## src/router_regs_pkg.sv

```systemverilog
// Register map and shared constants for the router CSR block
// Word addresses only, one clock domain, no bursts or byte enables
`default_nettype none

package router_regs_pkg;

    ////////////////////////////////////////
    // Widths and sizes

    localparam int data_w             = 32;
    localparam int addr_w             = 4;
    localparam int cnt_w              = 32;
    localparam int num_ing_ports      = 11;
    localparam int num_egr_ports      = 11;
    // Packet 0, byte 1, error 2, drop 3
    localparam int cntrs_per_port     = 4;
    localparam int ext_cntrs_per_port = 3;

    // Identification and parameter word values
    localparam bit [15:0] module_version = 16'h0100;
    localparam bit [15:0] module_id      = 16'd10;
    localparam int        mtu_bytes      = 2000;
    localparam int        data_bytes     = 64;

    ////////////////////////////////////////
    // Word address map

    localparam bit [addr_w-1:0] addr_version_id      = 4'd0;
    localparam bit [addr_w-1:0] addr_params          = 4'd1;
    localparam bit [addr_w-1:0] addr_ing_port_enable = 4'd2;
    localparam bit [addr_w-1:0] addr_egr_port_enable = 4'd3;
    localparam bit [addr_w-1:0] addr_ing_sample_con  = 4'd4;
    localparam bit [addr_w-1:0] addr_ing_read_sel    = 4'd5;
    localparam bit [addr_w-1:0] addr_ing_read_data   = 4'd6;
    localparam bit [addr_w-1:0] addr_egr_sample_con  = 4'd7;
    localparam bit [addr_w-1:0] addr_egr_read_sel    = 4'd8;
    localparam bit [addr_w-1:0] addr_egr_read_data   = 4'd9;
    localparam int              num_regs             = 10;

    localparam bit [1:0] resp_okay        = 2'b00;
    localparam bit [1:0] resp_slave_error = 2'b10;

    // Read select word, seen raw by the decoder and as fields by a bank
    typedef struct packed {
        logic [15:0] unused;
        logic [7:0]  port;
        logic [7:0]  cntr;
    } cntr_sel_fields_t;

    typedef union packed {
        logic [data_w-1:0] raw;
        cntr_sel_fields_t  fields;
    } cntr_sel_u;

endpackage

`default_nettype wire

```

## src/avmm_reg_decode.sv

```systemverilog
// Single-beat bus slave, answers every request one cycle later, never stalls
// Invalid addresses give a slave error; writes to read-only words are dropped
`timescale 1ns/1ps
`default_nettype none

module avmm_reg_decode import router_regs_pkg::*; (
    input  logic                     core_clk_ifc,
    input  logic                     peripheral_sresetn_core,

    input  logic                     read,
    input  logic                     write,
    input  logic [addr_w-1:0]        address,
    input  logic [data_w-1:0]        writedata,
    output logic [data_w-1:0]        readdata,
    output logic                     readdatavalid,
    output logic                     writeresponsevalid,
    output logic [1:0]               response,

    output logic [num_ing_ports-1:0] ing_port_enable,
    output logic [num_egr_ports-1:0] egr_port_enable,
    output logic [num_ing_ports-1:0] ing_sample_con,
    output logic [num_egr_ports-1:0] egr_sample_con,
    output cntr_sel_u                ing_read_sel,
    output cntr_sel_u                egr_read_sel,
    input  logic [data_w-1:0]        ing_read_word,
    input  logic [data_w-1:0]        egr_read_word
);

    logic                addr_valid;
    logic [data_w-1:0]   read_mux;

    assign addr_valid = address < addr_w'(num_regs);

    ////////////////////////////////////////
    // Writable registers

    always_ff @(posedge core_clk_ifc) begin
        if (!peripheral_sresetn_core) begin
            // Ports come up enabled
            ing_port_enable <= '1;
            egr_port_enable <= '1;
            ing_sample_con  <= '0;
            egr_sample_con  <= '0;
            ing_read_sel    <= '0;
            egr_read_sel    <= '0;
        end else if (write) begin
            case (address)
                addr_ing_port_enable: begin
                    ing_port_enable <= writedata[num_ing_ports-1:0];
                end
                addr_egr_port_enable: begin
                    egr_port_enable <= writedata[num_egr_ports-1:0];
                end
                addr_ing_sample_con: begin
                    ing_sample_con <= writedata[num_ing_ports-1:0];
                end
                addr_egr_sample_con: begin
                    egr_sample_con <= writedata[num_egr_ports-1:0];
                end
                // Only port and counter bytes are kept
                addr_ing_read_sel: begin
                    ing_read_sel.raw <= {16'd0, writedata[15:0]};
                end
                addr_egr_read_sel: begin
                    egr_read_sel.raw <= {16'd0, writedata[15:0]};
                end
                default: begin
                end
            endcase
        end
    end

    ////////////////////////////////////////
    // Read mux

    always_comb begin
        case (address)
            addr_version_id:      read_mux = {module_version, module_id};
            addr_params:          read_mux = {8'd0, 8'(data_bytes),
                                              8'(num_egr_ports), 8'(num_ing_ports)};
            addr_ing_port_enable: read_mux = data_w'(ing_port_enable);
            addr_egr_port_enable: read_mux = data_w'(egr_port_enable);
            addr_ing_sample_con:  read_mux = data_w'(ing_sample_con);
            addr_ing_read_sel:    read_mux = ing_read_sel.raw;
            addr_ing_read_data:   read_mux = ing_read_word;
            addr_egr_sample_con:  read_mux = data_w'(egr_sample_con);
            addr_egr_read_sel:    read_mux = egr_read_sel.raw;
            addr_egr_read_data:   read_mux = egr_read_word;
            // Unmapped words read zero
            default:              read_mux = '0;
        endcase
    end

    ////////////////////////////////////////
    // Response

    always_ff @(posedge core_clk_ifc) begin
        if (!peripheral_sresetn_core) begin
            readdatavalid      <= 1'b0;
            writeresponsevalid <= 1'b0;
            response           <= resp_okay;
        end else begin
            readdatavalid      <= read;
            writeresponsevalid <= write;
            if (read || write) begin
                response <= addr_valid ? resp_okay : resp_slave_error;
            end
        end
    end

    always_ff @(posedge core_clk_ifc) begin
        if (read) begin
            readdata <= read_mux;
        end
    end

endmodule

`default_nettype wire

```

## config.mk

```make
export PLATFORM = sky130hd
export DESIGN_NAME = avmm_reg_decode
export DESIGN_NICKNAME = d
export VERILOG_FILES = /design/src/router_regs_pkg.sv /design/src/avmm_reg_decode.sv
export SDC_FILE = /design/constraint.sdc
export NUM_CORES = 1
export LEC_CHECK = 0
export BUFFER_PORTS_ARGS = -buffer_cell sky130_fd_sc_hd__buf_2
export CORE_ASPECT_RATIO = 1.25
export CORE_MARGIN = 8
export CORE_UTILIZATION = 30
export DETAILED_ROUTE_END_ITERATION = 12
export GPL_TIMING_DRIVEN = 1
export PLACE_DENSITY_LB_ADDON = 0.25
export SLEW_MARGIN = 30
export SYNTH_ARGS = -nofsm -noshare
export SYNTH_HDL_FRONTEND = slang
export SYNTH_SLANG_ARGS = --single-unit
```

## constraint.sdc

```tcl
create_clock -name core_clk_ifc -period 1.6 [get_ports core_clk_ifc]
set_clock_uncertainty 0.15 [all_clocks]
set_input_delay 0.08 -clock core_clk_ifc [delete_from_list [all_inputs] [get_ports core_clk_ifc]]
set_output_delay 0.08 -clock core_clk_ifc [all_outputs]
set_load 0.1 [all_outputs]
```

# After elaboration in Yosys (flattened, before gate mapping)
# Cells that the tools add are included.
# word_totals
ff_bits	112
in_bits	104
output_inout_bits	144
word_cells	30
# classes
magnitude_cmp	1
eq_ne	9
n_mux	2
n_reduce_logical	8
# ops
cell	count
$pmux W32 S10	1
$eq A4 B3 Y1 const B	4
$reduce_and A2 Y1	6
$eq A4 B2 Y1 const B	2
$eq A4 B4 Y1 const B	2
$eq A4 B1 Y1 const B	1
$logic_not A4 Y1	1
$lt A4 B4 Y1 const B	1
$mux W2	1
$logic_or A1 B1 Y1	1

# Depth between registers and ports, before layout
# logic_depth
depth_word	2
mapped_depth	7
mapped_depth_nobuf	4

# Worst setup path before layout
# Ideal clock, no wire load.
# synth_timing
path_kind	register to register
from	register ing_port_enable[1]
to	register readdata[1], data pin
setup_ns	0.274
arrival_time_ns	1.501
required_time_ns	1.176
slack_ns	-0.326
stages_incl_launch_ff	5
path_buffers	0
synth_period_minus_slack_ns	1.926
path_cell_list	dfxtp_1 > mux2_1 > a22o_1 > a21oi_1 > o221ai_1
# synth_via
elab_chain_len	1
# synth_rtl
element	line	text
from (decl)	avmm_reg_decode.sv:19	output logic [num_ing_ports-1:0] ing_port_enable,
from (signal assigned)	avmm_reg_decode.sv:49	ing_port_enable <= writedata[num_ing_ports-1:0];
$pmux W32 S10	avmm_reg_decode.sv:77	case (address)
net read_mux[1]	avmm_reg_decode.sv:30	logic [data_w-1:0] read_mux;
to (signal assigned)	avmm_reg_decode.sv:113	readdata <= read_mux;
to (decl)	avmm_reg_decode.sv:14	output logic [data_w-1:0] readdata,
# The timed path passes the listed nets, and every way through them passes these cells.
# A chain may end at the register's enable or synchronous reset.

# Final worst setup path
# layout_timing
from	input write
to	register ing_sample_con[0]
# layout_via
elab_chain_len	1
# layout_rtl
element	line	text
from (decl)	avmm_reg_decode.sv:11	input logic write,
$reduce_and A2 Y1 (no source line)	-	
to (signal assigned)	avmm_reg_decode.sv:55	ing_sample_con <= writedata[num_ing_ports-1:0];
to (decl)	avmm_reg_decode.sv:21	output logic [num_ing_ports-1:0] ing_sample_con,
# Every way passes these cells.

==> flow_summary.json <==
{
  "status": "finished, final reports clean",
  "clockBufferDepth": 2,
  "synth-seq-cells": 111,
  "synth_top_area_share_pct": 28.9,
  "p_leak_nw": 3.50,
  "cts.clk_slew.worst_paths_ns": 0.07,
  "root_buffer": "clkbuf_16",
  "die-area_um2": 22800,
  "slew_viol_final": 0,
  "grt_max_degree": 80,
  "area_growth_pct": 44.6,
  "synth_top_family_by_area": "simple AND/OR/NAND/NOR gates",
  "gr-usage-all-layers_pct": 18.2,
  "portBuffers": 198,
  "cts_buffers": 9,
  "timing.rr.start": "ing_port_enable[1]",
  "hold_class": "in -> reg",
  "worstMarginPinSlew_ns": 0.807,
  "post-place-cells": 1011,
  "postSynthAreaPerCell_um2": 9.75,
  "crit_path_end_kind": "flip-flop",
  "grt_overflow_total": 0,
  "drt_iter0_drc": 284,
  "yosysTopAreaCell": "dfxtp_1",
  "synthMuxAreaShare_pct": 7.87,
  "cts.sinks": 111,
  "setup_viol": 0,
  "fin_cells": 1088,
  "synthArstFlopShare_pct": 0,
  "yosysWarningCount": 0,
  "final.period_utilization_pct": 96.9,
  "drc": 0,
  "synthSimpleGateAreaFrac_pct": 19.6,
  "avgRoutedWirePerCell_um": 19.7,
  "critPathLaunchType": "input port",
  "crit_type": "in -> reg",
  "layout_common_cells": "198 x buf_2, 119 x nand2_1, 60 x dlygate4sd3_1",
  "period_needed_ns": 1.55,
  "fmax_ghz": 0.645,
  "worstPathMaxFanout": 6,
  "htree_levels": 3,
  "hold_violations": 0,
  "dieWidth_um": 137,
  "synthFlopType": "dfxtp_1",
  "layout-drive-gt1-share_pct": 40.4,
  "ir_worst_vdd_uv": 455,
  "arrival_ns": 1.65,
  "core_area_um2": 18000,
  "setup.worst_path.start": "write",
  "cts_tree": "done",
  "grt_pass1_vias": 5386,
  "rows": 55,
  "synth_cells": 561,
  "dp_hpwl_um": 16000,
  "yosysUniqueCellTypes": 53,
  "io_pins": 248,
  "power_density_nw_per_um2": 900,
  "p_total_w": 0.00712,
  "grt_pass1_wl_um": 31600,
  "final_common_cell": "buf_2",
  "critPathMostFrequentCell": "buf_4",
  "start_util_pct": 30.5,
  "cap_violations": 0,
  "final_nets": 958,
  "min_from": "egr_read_word[6]",
  "synth.yosys.seq_area_share_pct": 46.5,
  "synth_xor_area_share_pct": 0,
  "synth_area_um2": 5470,
  "drt_first_pass_iters": 6,
  "vias": 5145,
  "yosys-top-cells-area": "dfxtp_1 29%, edfxtp_1 18%, nand2_1 8.2%",
  "cts_setup_buffers": 0,
  "via_per_inst": 4.73,
  "synth_edf_count": 32,
  "cpMaxStageDelayCell": "dlygate4sd3_1",
  "synth_compound_area_share_pct": 16.3,
  "routed_wl_um": 21400,
  "path_cells": "dlygate4sd3_1 -> buf_2 -> buf_4 -> nand3_1 -> buf_4 -> mux2i_1 -> nor2b_1",
  "antenna_found_initial": 2,
  "drtAntennaViolNets": 0,
  "cpPeakStageDelay_ns": 0.53,
  "slew_headroom_pct": 46.1,
  "worstSkewPairLatency_ns": 0.35,
  "die_h_um": 167,
  "synth-adder-area-share_pct": 0,
  "required_ns": 1.70,
  "finalWeightedCongestion": 0.844
}
-- logic make-up (layout without fill, tap and decap cells) --
group	Yosys count	after routing
compound gates	112	112
buf+inv	77	343
mux	41	41
simple gates	219	219
other cells	1	34
flops	111	111
-- sequential cells by signal, summed over array words and instances (netlist names) --
register	cells
response	1
ing_port_enable	11
writeresponsevalid	1
egr_sample_con	11
ing_sample_con	11
egr_read_sel	16
readdata	32
egr_port_enable	11
readdatavalid	1
ing_read_sel	16
-- synth_stat cells, drive strengths merged (2+ instances only) --
cell type  count
nand2        119
dfxtp         79
buf           64
nor2b         36
a21boi        34
mux2i         34
edfxtp        32
nand3         30
a22o          23
clkbuf        12
a21oi         10
a32oi          9
a22oi          8
nor3           8
mux2           6
nor3b          6
and2           5
nand2b         5
nor2           5
o221ai         5
o21ai          4
o22ai          4
a32o           2
and3           2
o211ai         2
o22a           2
-- routing by layer --
metal | routed length (um) | vias up | GRT usage, %
met3 | 1430 | 31 | 3.01
met5 | 8 | - | 0
li1 | - | 2502 | -
met2 | 10500 | 214 | 31.5
met1 | 8830 | 2396 | 21.6
met4 | 626 | 2 | 7.86
-- worst max-delay path: cells and delay by family --
kind	cells	cell delay (ns)
buffers and inverters	4	1.13
muxes	1	0.15
and+or+nand+nor	2	0.29
-- through the flow --
stage	TNS (ns)	area, um2	hold slack, ns	setup WS [ns]	util (%)
finish	0	7910	0.0156	0.0496	44.1
global route	-0.196	7910	0.0376	-0.0319	44.1
CTS	0	7900	0.00876	0.0692	44.0
detailed placement	-4.05	7010	0.190	-0.182	39.0
global placement	-3.05	7010	0.185	-0.159	39.0
floorplan	-0.0728	5660	0.0425	-0.0728	-
-- final cells by class --
| class | count | area [um2] |
|---|---|---|
| clock buffers | 16 | 282 |
| multi-input cells | 405 | 2530 |
| diodes | 1 | 2.50 |
| inverters | 1 | 3.75 |
| repair buffers | 326 | 2210 |
| well taps | 228 | 285 |
| fillers | 1787 | 10000 |
| flip-flops and latches | 111 | 2610 |
-- path summary, 6_finish.rpt --
kind              depth (start not counted)  slack [ns]           endpoint
setup reg to reg                          4        0.11        readdata[1]
hold / removal                            3        0.02        readdata[6]
setup / recovery                          7        0.05  ing_sample_con[0]
hold reg to reg                           2        0.32        response[1]
-- power breakdown --
part | switching, W | internal [W] | leakage [nW]
clock network | 0.00101 | 0.00119 | 0.137
registers | 0.0000416 | 0.00299 | 0.961
logic | 0.00141 | 0.000478 | 2.40
-- what timing repair did --
action / in CTS / in global routing
hold buffers: 60 / 0
resized for setup: 0 / 3
hold endpoints to repair: 101 / 0
setup endpoints to repair: 0 / 18
(Power assumes the default switching activity.)
