==> src/router_regs_pkg.sv <==
// Register map and shared constants for the router CSR block
// Word addresses only, one clock domain, no bursts or byte enables
`default_nettype none

package router_regs_pkg;

    ////////////////////////////////////////
    // Widths and sizes

    localparam int data_w             = 32;
    localparam int addr_w             = 4;
    localparam int cnt_w              = 32;
    localparam int num_ing_ports      = 11;
    localparam int num_egr_ports      = 11;
    // Packet 0, byte 1, error 2, drop 3
    localparam int cntrs_per_port     = 4;
    localparam int ext_cntrs_per_port = 3;

    // Identification and parameter word values
    localparam bit [15:0] module_version = 16'h0100;
    localparam bit [15:0] module_id      = 16'd10;
    localparam int        mtu_bytes      = 2000;
    localparam int        data_bytes     = 64;

    ////////////////////////////////////////
    // Word address map

    localparam bit [addr_w-1:0] addr_version_id      = 4'd0;
    localparam bit [addr_w-1:0] addr_params          = 4'd1;
    localparam bit [addr_w-1:0] addr_ing_port_enable = 4'd2;
    localparam bit [addr_w-1:0] addr_egr_port_enable = 4'd3;
    localparam bit [addr_w-1:0] addr_ing_sample_con  = 4'd4;
    localparam bit [addr_w-1:0] addr_ing_read_sel    = 4'd5;
    localparam bit [addr_w-1:0] addr_ing_read_data   = 4'd6;
    localparam bit [addr_w-1:0] addr_egr_sample_con  = 4'd7;
    localparam bit [addr_w-1:0] addr_egr_read_sel    = 4'd8;
    localparam bit [addr_w-1:0] addr_egr_read_data   = 4'd9;
    localparam int              num_regs             = 10;

    localparam bit [1:0] resp_okay        = 2'b00;
    localparam bit [1:0] resp_slave_error = 2'b10;

    // Read select word, seen raw by the decoder and as fields by a bank
    typedef struct packed {
        logic [15:0] unused;
        logic [7:0]  port;
        logic [7:0]  cntr;
    } cntr_sel_fields_t;

    typedef union packed {
        logic [data_w-1:0] raw;
        cntr_sel_fields_t  fields;
    } cntr_sel_u;

endpackage

`default_nettype wire

==> src/drop_event_cntr.sv <==
// Counts rising edges of per-port drop levels, saturating at all ones
// A restart reloads the count with the edge seen in that same cycle
`timescale 1ns/1ps
`default_nettype none

module drop_event_cntr import router_regs_pkg::*; #(
    parameter int num_ports = num_ing_ports
) (
    input  logic                                 core_clk_ifc,
    input  logic                                 peripheral_sresetn_core,
    input  logic [num_ports-1:0]                 drop,
    input  logic [num_ports-1:0]                 restart,
    output logic [num_ports-1:0][cnt_w-1:0]      drop_cnt
);

    logic [num_ports-1:0] drop_q;
    logic [num_ports-1:0] drop_rise;

    assign drop_rise = drop & ~drop_q;

    always_ff @(posedge core_clk_ifc) begin
        if (!peripheral_sresetn_core) begin
            drop_q   <= '0;
            drop_cnt <= '0;
        end else begin
            drop_q <= drop;
            for (int p = 0; p < num_ports; p++) begin
                // Edge in the restart cycle opens the new window
                if (restart[p]) begin
                    drop_cnt[p] <= cnt_w'(drop_rise[p]);
                end else if (drop_rise[p] && (drop_cnt[p] != '1)) begin
                    drop_cnt[p] <= drop_cnt[p] + 1'b1;
                end
            end
        end
    end

endmodule

`default_nettype wire

==> src/port_cntr_bank.sv <==
// One direction's counter bank with snapshot on rising sample bit
// Out of range port or counter selects read as zero
`timescale 1ns/1ps
`default_nettype none

module port_cntr_bank import router_regs_pkg::*; #(
    parameter int num_ports = num_ing_ports
) (
    input  logic                                                core_clk_ifc,
    input  logic                                                peripheral_sresetn_core,
    input  logic [num_ports-1:0]                                sample_con,
    input  cntr_sel_u                                           read_sel,
    input  logic [num_ports-1:0][ext_cntrs_per_port-1:0][cnt_w-1:0] ext_cnts,
    input  logic [num_ports-1:0]                                drop,
    output logic [data_w-1:0]                                   read_word
);

    localparam int port_idx_w = (num_ports > 1) ? $clog2(num_ports) : 1;
    localparam int cntr_idx_w = $clog2(cntrs_per_port);

    logic [num_ports-1:0]                                sample_q;
    logic [num_ports-1:0]                                sample_rise;
    logic [num_ports-1:0][cnt_w-1:0]                     drop_cnt;
    logic [num_ports-1:0][cntrs_per_port-1:0][cnt_w-1:0] snap;
    logic [port_idx_w-1:0]                               port_idx;
    logic [cntr_idx_w-1:0]                               cntr_idx;
    logic                                                sel_in_range;

    assign sample_rise = sample_con & ~sample_q;

    drop_event_cntr #(
        .num_ports               ( num_ports               )
    ) u_drop_cntr (
        .core_clk_ifc            ( core_clk_ifc            ),
        .peripheral_sresetn_core ( peripheral_sresetn_core ),
        .drop                    ( drop                    ),
        .restart                 ( sample_rise             ),
        .drop_cnt                ( drop_cnt                )
    );

    ////////////////////////////////////////
    // Snapshot storage

    always_ff @(posedge core_clk_ifc) begin
        if (!peripheral_sresetn_core) begin
            sample_q <= '0;
            snap     <= '0;
        end else begin
            sample_q <= sample_con;
            for (int p = 0; p < num_ports; p++) begin
                if (sample_rise[p]) begin
                    for (int c = 0; c < ext_cntrs_per_port; c++) begin
                        snap[p][c] <= ext_cnts[p][c];
                    end
                    // Drop count sits right after the external counters
                    snap[p][ext_cntrs_per_port] <= drop_cnt[p];
                end
            end
        end
    end

    ////////////////////////////////////////
    // Read select

    assign port_idx     = read_sel.fields.port[port_idx_w-1:0];
    assign cntr_idx     = read_sel.fields.cntr[cntr_idx_w-1:0];
    assign sel_in_range = (read_sel.fields.port < 8'(num_ports)) &&
                          (read_sel.fields.cntr < 8'(cntrs_per_port));

    assign read_word = sel_in_range ? snap[port_idx][cntr_idx] : '0;

endmodule

`default_nettype wire

==> config.mk <==
export PLATFORM = sky130hd
export DESIGN_NAME = port_cntr_bank
export DESIGN_NICKNAME = d
export VERILOG_FILES = /design/src/router_regs_pkg.sv /design/src/drop_event_cntr.sv /design/src/port_cntr_bank.sv
export SDC_FILE = /design/constraint.sdc
export NUM_CORES = 2
export LEC_CHECK = 0
export BUFFER_PORTS_ARGS = -buffer_cell sky130_fd_sc_hd__buf_2
export CORE_AREA = 2 2 452 454
export CTS_CLUSTER_DIAMETER = 100
export DETAILED_ROUTE_END_ITERATION = 8
export DIE_AREA = 0 0 454 456
export PLACE_DENSITY = 0.57
export SLEW_MARGIN = 20
export SYNTH_ARGS = -nofsm -noshare
export SYNTH_HDL_FRONTEND = slang
export SYNTH_HIERARCHICAL = 1
export SYNTH_SLANG_ARGS = --single-unit
==> constraint.sdc <==
create_clock -name core_clk_ifc -period 6.5 [get_ports core_clk_ifc]
set_input_delay 0 -clock core_clk_ifc [delete_from_list [all_inputs] [get_ports core_clk_ifc]]
set_output_delay 0 -clock core_clk_ifc [all_outputs]
set_load 0.02 [all_outputs]
==> impl_results.md, run 1 <==
* Status: aborted with a tool error
* Stopped at: global routing (5_1_grt)
* Tool error: [ERROR GRT-0116] Global routing finished with congestion. Check the congestion regions in the DRC Viewer.
* Total grt overflow at 10
* First-pass GRT wire length at between 600000 and 700000 um
* IO buf count at between 1000 and 1500
* Die X at approximately 450 um
* TritonCTS buffer count at ~200
* Ys flop type: dfxtp_1
* Library cells used by synthesis at 80
* Htree depth at 4
* Die height at 456 um
* #FFs+latches synth at 1782
* All-Layer GR Usage at between 40 and 50%
* Async S/R FF share, synth at 0%
* Row cnt at approximately 170
* Mapped Area at a little over 80000 sq um
* Dpl cell area at just under 90000 sq um
* Placed cells at between 10000 and 15000
* Post-synth EDFFs at 0
* Post-synthesis cell count at roughly 9900
* Vias in the first global route at between 90000 and 100k
* Clk sinks at between 1500 and 2000
* Cts repair resizes at 0
* Num ports at roughly 1100
* CTS root buffer: clkbuf_16
* Syn Area/Cell at 8.36 sq um
* Placer congestion estimate at around 1.0
* Hpwl dp at a little under 300000 um
* Largest net degree at the start of global routing at between 200 and 300
* Sequential share of the synthesized area at 43.3%
* Synth warn at 6
* Initial Util at about two fifths
* Post-Syn Nets at around 11000
* Maximum clock path buffer count at 3
## synthesized netlist by cell type (21+ instances only)
master	instances	share of area, %
a211o_1	33	0.35
a221oi_1	64	0.68
nand2b_1	37	0.28
a2111oi_0	39	0.41
mux2i_1	334	4.1
clkbuf_1	607	2.8
buf_6	21	0.29
nor2b_1	48	0.36
and2_1	42	0.32
nand2_1	3075	14
o21ai_1	40	0.24
or4_1	89	0.81
nand3_1	131	0.80
mux4_2	90	2.5
dfxtp_1	1782	43
nor4_1	41	0.31
nor3_1	26	0.16
o22ai_1	96	0.73
a211oi_1	56	0.51
nor2_1	196	0.89
o21bai_1	25	0.23
o211ai_1	52	0.47
a21oi_1	284	1.7
or2_2	24	0.18
buf_1	23	0.10
a31o_2	22	0.23
mux2_2	92	1.3
nand4_1	125	0.95
o21ai_0	179	1.1
a21boi_0	1408	13
buf_2	72	0.44
a31oi_1	61	0.46
buf_4	34	0.31
a32o_1	32	0.39
o2bb2ai_1	32	0.34
o31ai_1	71	0.65
inv_1	43	0.20
or3_1	116	0.88
and3_1	41	0.31
and4_1	51	0.54
xnor2_1	57	0.61
## metal layers
| metal | global-route usage [%] | GRT overflow |
|---|---|---|
| met5 | 4.13 | 0 |
| met4 | 31.9 | 2 |
| met3 | 21.3 | 0 |
| met2 | 64.1 | 8 |
| met1 | 50.7 | 0 |
## logic make-up after synthesis
group / count (synthesis) / share of synthesized area (%)
DFF: 1782 / 43.3
AOI/OAI and AO/OA: 2573 / 22.3
adders and majority gates: 11 / 0.167
muxes: 526 / 8.03
buffers and inverters: 806 / 4.16
and+or+nand+nor: 4083 / 21.3
xor gates and xnor gates: 71 / 0.755
## timing repair
action,4_1_cts
buffers inserted,0
hold buffers,2055
setup endpoints to repair,0
hold endpoints to repair,1533
## metrics by stage
stage          hold slack (ns)  setup slack [ns]
2_1_floorplan            0.122              4.35
3_3_place_gp             0.216              2.76
3_5_place_dp             0.218              2.90
4_1_cts               0.000217              2.88
==> inputs of run 2 (changes only) <==
Settings changed: CORE_AREA 2 2 452 454 to default, CORE_MARGIN from default to 2, CORE_UTILIZATION from default to 40, CTS_CLUSTER_DIAMETER 100 to default, DIE_AREA 0 0 454 456 to default, PLACE_DENSITY 0.57 to default, PLACE_DENSITY_LB_ADDON from default to 0.15.
==> run 2 against run 1 <==
  * The flow now finishes without violations
  * Synthesized cell count is the same
  * Area after synthesis unchanged
==> impl_results.md, run 2 <==
* DR WL/cell at 29.0 um
* Largest net degree at the start of global routing at around 260
* Die X at 458 um
* Synth warn at 6
* Cell Int Power at approximately 20 mW
* Post-layout min period at around 4.1 ns
* Vias in the first global route at 89797
* Crit-path leading delay family: compound AO/OA/AOI/OAI gates
* Drt first-iter violations at ~14000
* Initial Util at 40.2%
* Worst Setup Start Kind: primary input
* Total grt overflow at 0
* Final count of hold timing violations at 0
* Initial antenna violation count at 196
* RSZ-0062 raised after global routing: no
* Synth cell count leaders: 3075 x nand2_1, 1782 x dfxtp_1, 1408 x a21boi_0
* Clock latency on the worst-skew pair at between 0.8 and 0.9 ns
* Critical path, cell by cell: buf_8 -> buf_12 -> and3b_4 -> buf_4 -> a221oi_1 -> o21ai_1 -> a32o_1 -> buf_2
* Post-Syn Nets at about 11000
* Crit. End Element: primary output
* Net Sw Power at ~7.5 mW
* Hold WC Path Type: in -> reg
* Clk_skew at between 0.03 and 0.04 ns
* Sequential Power Share at around 42%
* Core area at approximately 200000 sq um
* Least-Margin Pin Slew at between 1 and 1.5 ns
* Design Power at roughly 27 mW
* CP required at 6.50 ns
* Share of cells above drive strength 1 at around 15%
* Critical path class: in -> out
* DIE AREA at between 200000 and 250000 sq um
* Most flops, register: snap
* Most common cell in the synthesized netlist: nand2_1
* Ys flop type: dfxtp_1
* Most frequent cells in the layout: 3075 x nand2_1, 1981 x dlygate4sd3_1, 1782 x dfxtp_1, 1407 x a21boi_0, 1121 x buf_2
* Clk sinks at between 1500 and 2000
* Slew Viols, Final at 0
* Clk slew on worst S/H paths at around 0.060 ns
* Clock power frac at roughly 43%
* Mapped Area at 82300 sq um
* Combinational power share at between 10 and 15%
* Cts repair resizes at 0
* Worst hold margin at 0.0349 ns
* Async S/R FF share, synth at 0%
* All-Layer GR Usage at between 40% and 50%
* Post-synthesis cell count at 9852
* CTS root buffer: clkbuf_16
* Htree depth at 4
* Area leader, netlist: dfxtp_1
* Net Sw Frac at between 20% and 30%
* Row cnt at 166
* #FFs+latches synth at approximately 1800
* Crit path DAT at about 4.1 ns
* Library cells used by synthesis at 80
* DRC viols at 0
* Status: completed
* CTS tree: done
* First-pass GRT wire length at roughly 640000 um
* Nets at 13634
* Setup-failing EPs final at 0
* Reg-to-reg slack, setup at 3.09 ns
* Crit Path Max Fanout at 55
* Post-synth EDFFs at 0
* Maxcap violations at 0
* Antenna Violating Nets Remaining at 0
* CP max-delay cell: a221oi_1
* TritonCTS buffer count at about 200
* Leak at around 44 nW
* Router iterations before antenna repair at 9
* Synth area leaders: dfxtp_1 43%, nand2_1 14%, a21boi_0 13%
* PwrDens at 235 nW/um^2
* Total Wirelength at 450000 um
* Placer congestion estimate at between 1 and 1.5
* Synth top area share at 43.3%
* Biggest regs: snap x1408, u_drop_cntr/drop_cnt x352
* Tcrit/Tclk final at 63.0%
* Worst slew margin at 14.1%
* Die height at 458 um
* Maximum clock path buffer count at 3
* IR drop worst, VDD at between 0.2 and 0.3 mV
* Fin Setup TNS at 0 ns
* Total vias in the final route at just over 90000
* Hpwl dp at ~290000 um
* FMAX at approximately 0.24 GHz
* Vias per std cell at between 6 and 7
* Num ports at between 1000 and 1500
* Buffer and inverter count on the worst path at 4
* Syn Area/Cell at 8.36 sq um
* IO buf count at approximately 1100
* Sequential share of the synthesized area at about 43%
* Max incr delay on CP at around 1.1 ns
* Commonest non-fill, non-tap cell in the layout: nand2_1
* Largest register FFs at roughly 1400
* Area Overhead vs Synth at 41.4%
-- run 2: cell counts after synthesis --
No cell type changed its count.
-- run 2: worst reg2reg max path, stage by stage (launching register included) --
cell           delay (ns)
dfxtp_1              0.31
nand2b_4             0.59
buf_4                0.75
buf_4                0.78
nand2_1              0.19
a21boi_0             0.18
dlygate4sd3_1        0.56
-- run 2: metrics by stage --
step / area (sq um) / setup WS, ns / cells / utilization, %
5_1_grt: 116000 / 2.56 / 15457 / 56.8
6_report: 116000 / 2.41 / 15528 / 56.9
3_3_place_gp: 89400 / 2.69 / 13018 / 43.7
3_5_place_dp: 89400 / 2.70 / 13018 / 43.7
2_1_floorplan: 82300 / 4.35 / 9852 / -
4_1_cts: 116000 / 2.70 / 15357 / 56.7
-- run 2: final timing paths --
path,startpoint,to,depth (start not counted)
max reg2reg,sample_q[6],snap[857],6
min reg2reg,snap[832],snap[832],2
max,read_sel[9],read_word[30],8
min,ext_cnts[469],snap[597],4
-- run 2: cells by family after synthesis --
group | share of synthesized area, %
AOI/OAI and AO/OA | 22.3
xor gates and xnor gates | 0.755
adders and majority gates | 0.167
buffers and inverters | 4.16
DFF | 43.3
muxes | 8.03
and+or+nand+nor | 21.3
-- run 2: repair_timing --
item	in CTS	in global routing
endpoints found under the hold margin	1500	0
setup buffers	0	0
hold buffers	1981	0
-- run 2: routing by layer --
metal / wire length [um] / global-route usage (%)
met4: 37800 / 28.9
met2: 188000 / 60.5
met5: 462 / 1.75
met1: 168000 / 49.9
met3: 54400 / 16.1
-- run 2: layout make-up --
cell class	instances	area, sq um
fillers	17385	88200
multi-input cells	7264	43400
flip-flops and latches	1782	35700
repair buffers	3222	26500
clock buffers	288	5870
well taps	2688	3360
clock inverters	70	847
diodes	171	428
inverters	43	206
-- run 2: power groups by stage --
stage          combinational (mW)  clock (mW)  sequential (mW)
4_1_cts                      3.71        11.9             11.6
6_report                     3.95        11.8             11.6
2_1_floorplan                1.41           0             11.7
5_1_grt                      4.05        12.3             11.6
3_5_place_dp                 2.74           0             11.8
3_3_place_gp                 2.72           0             11.8
(Power assumes the default switching activity.)
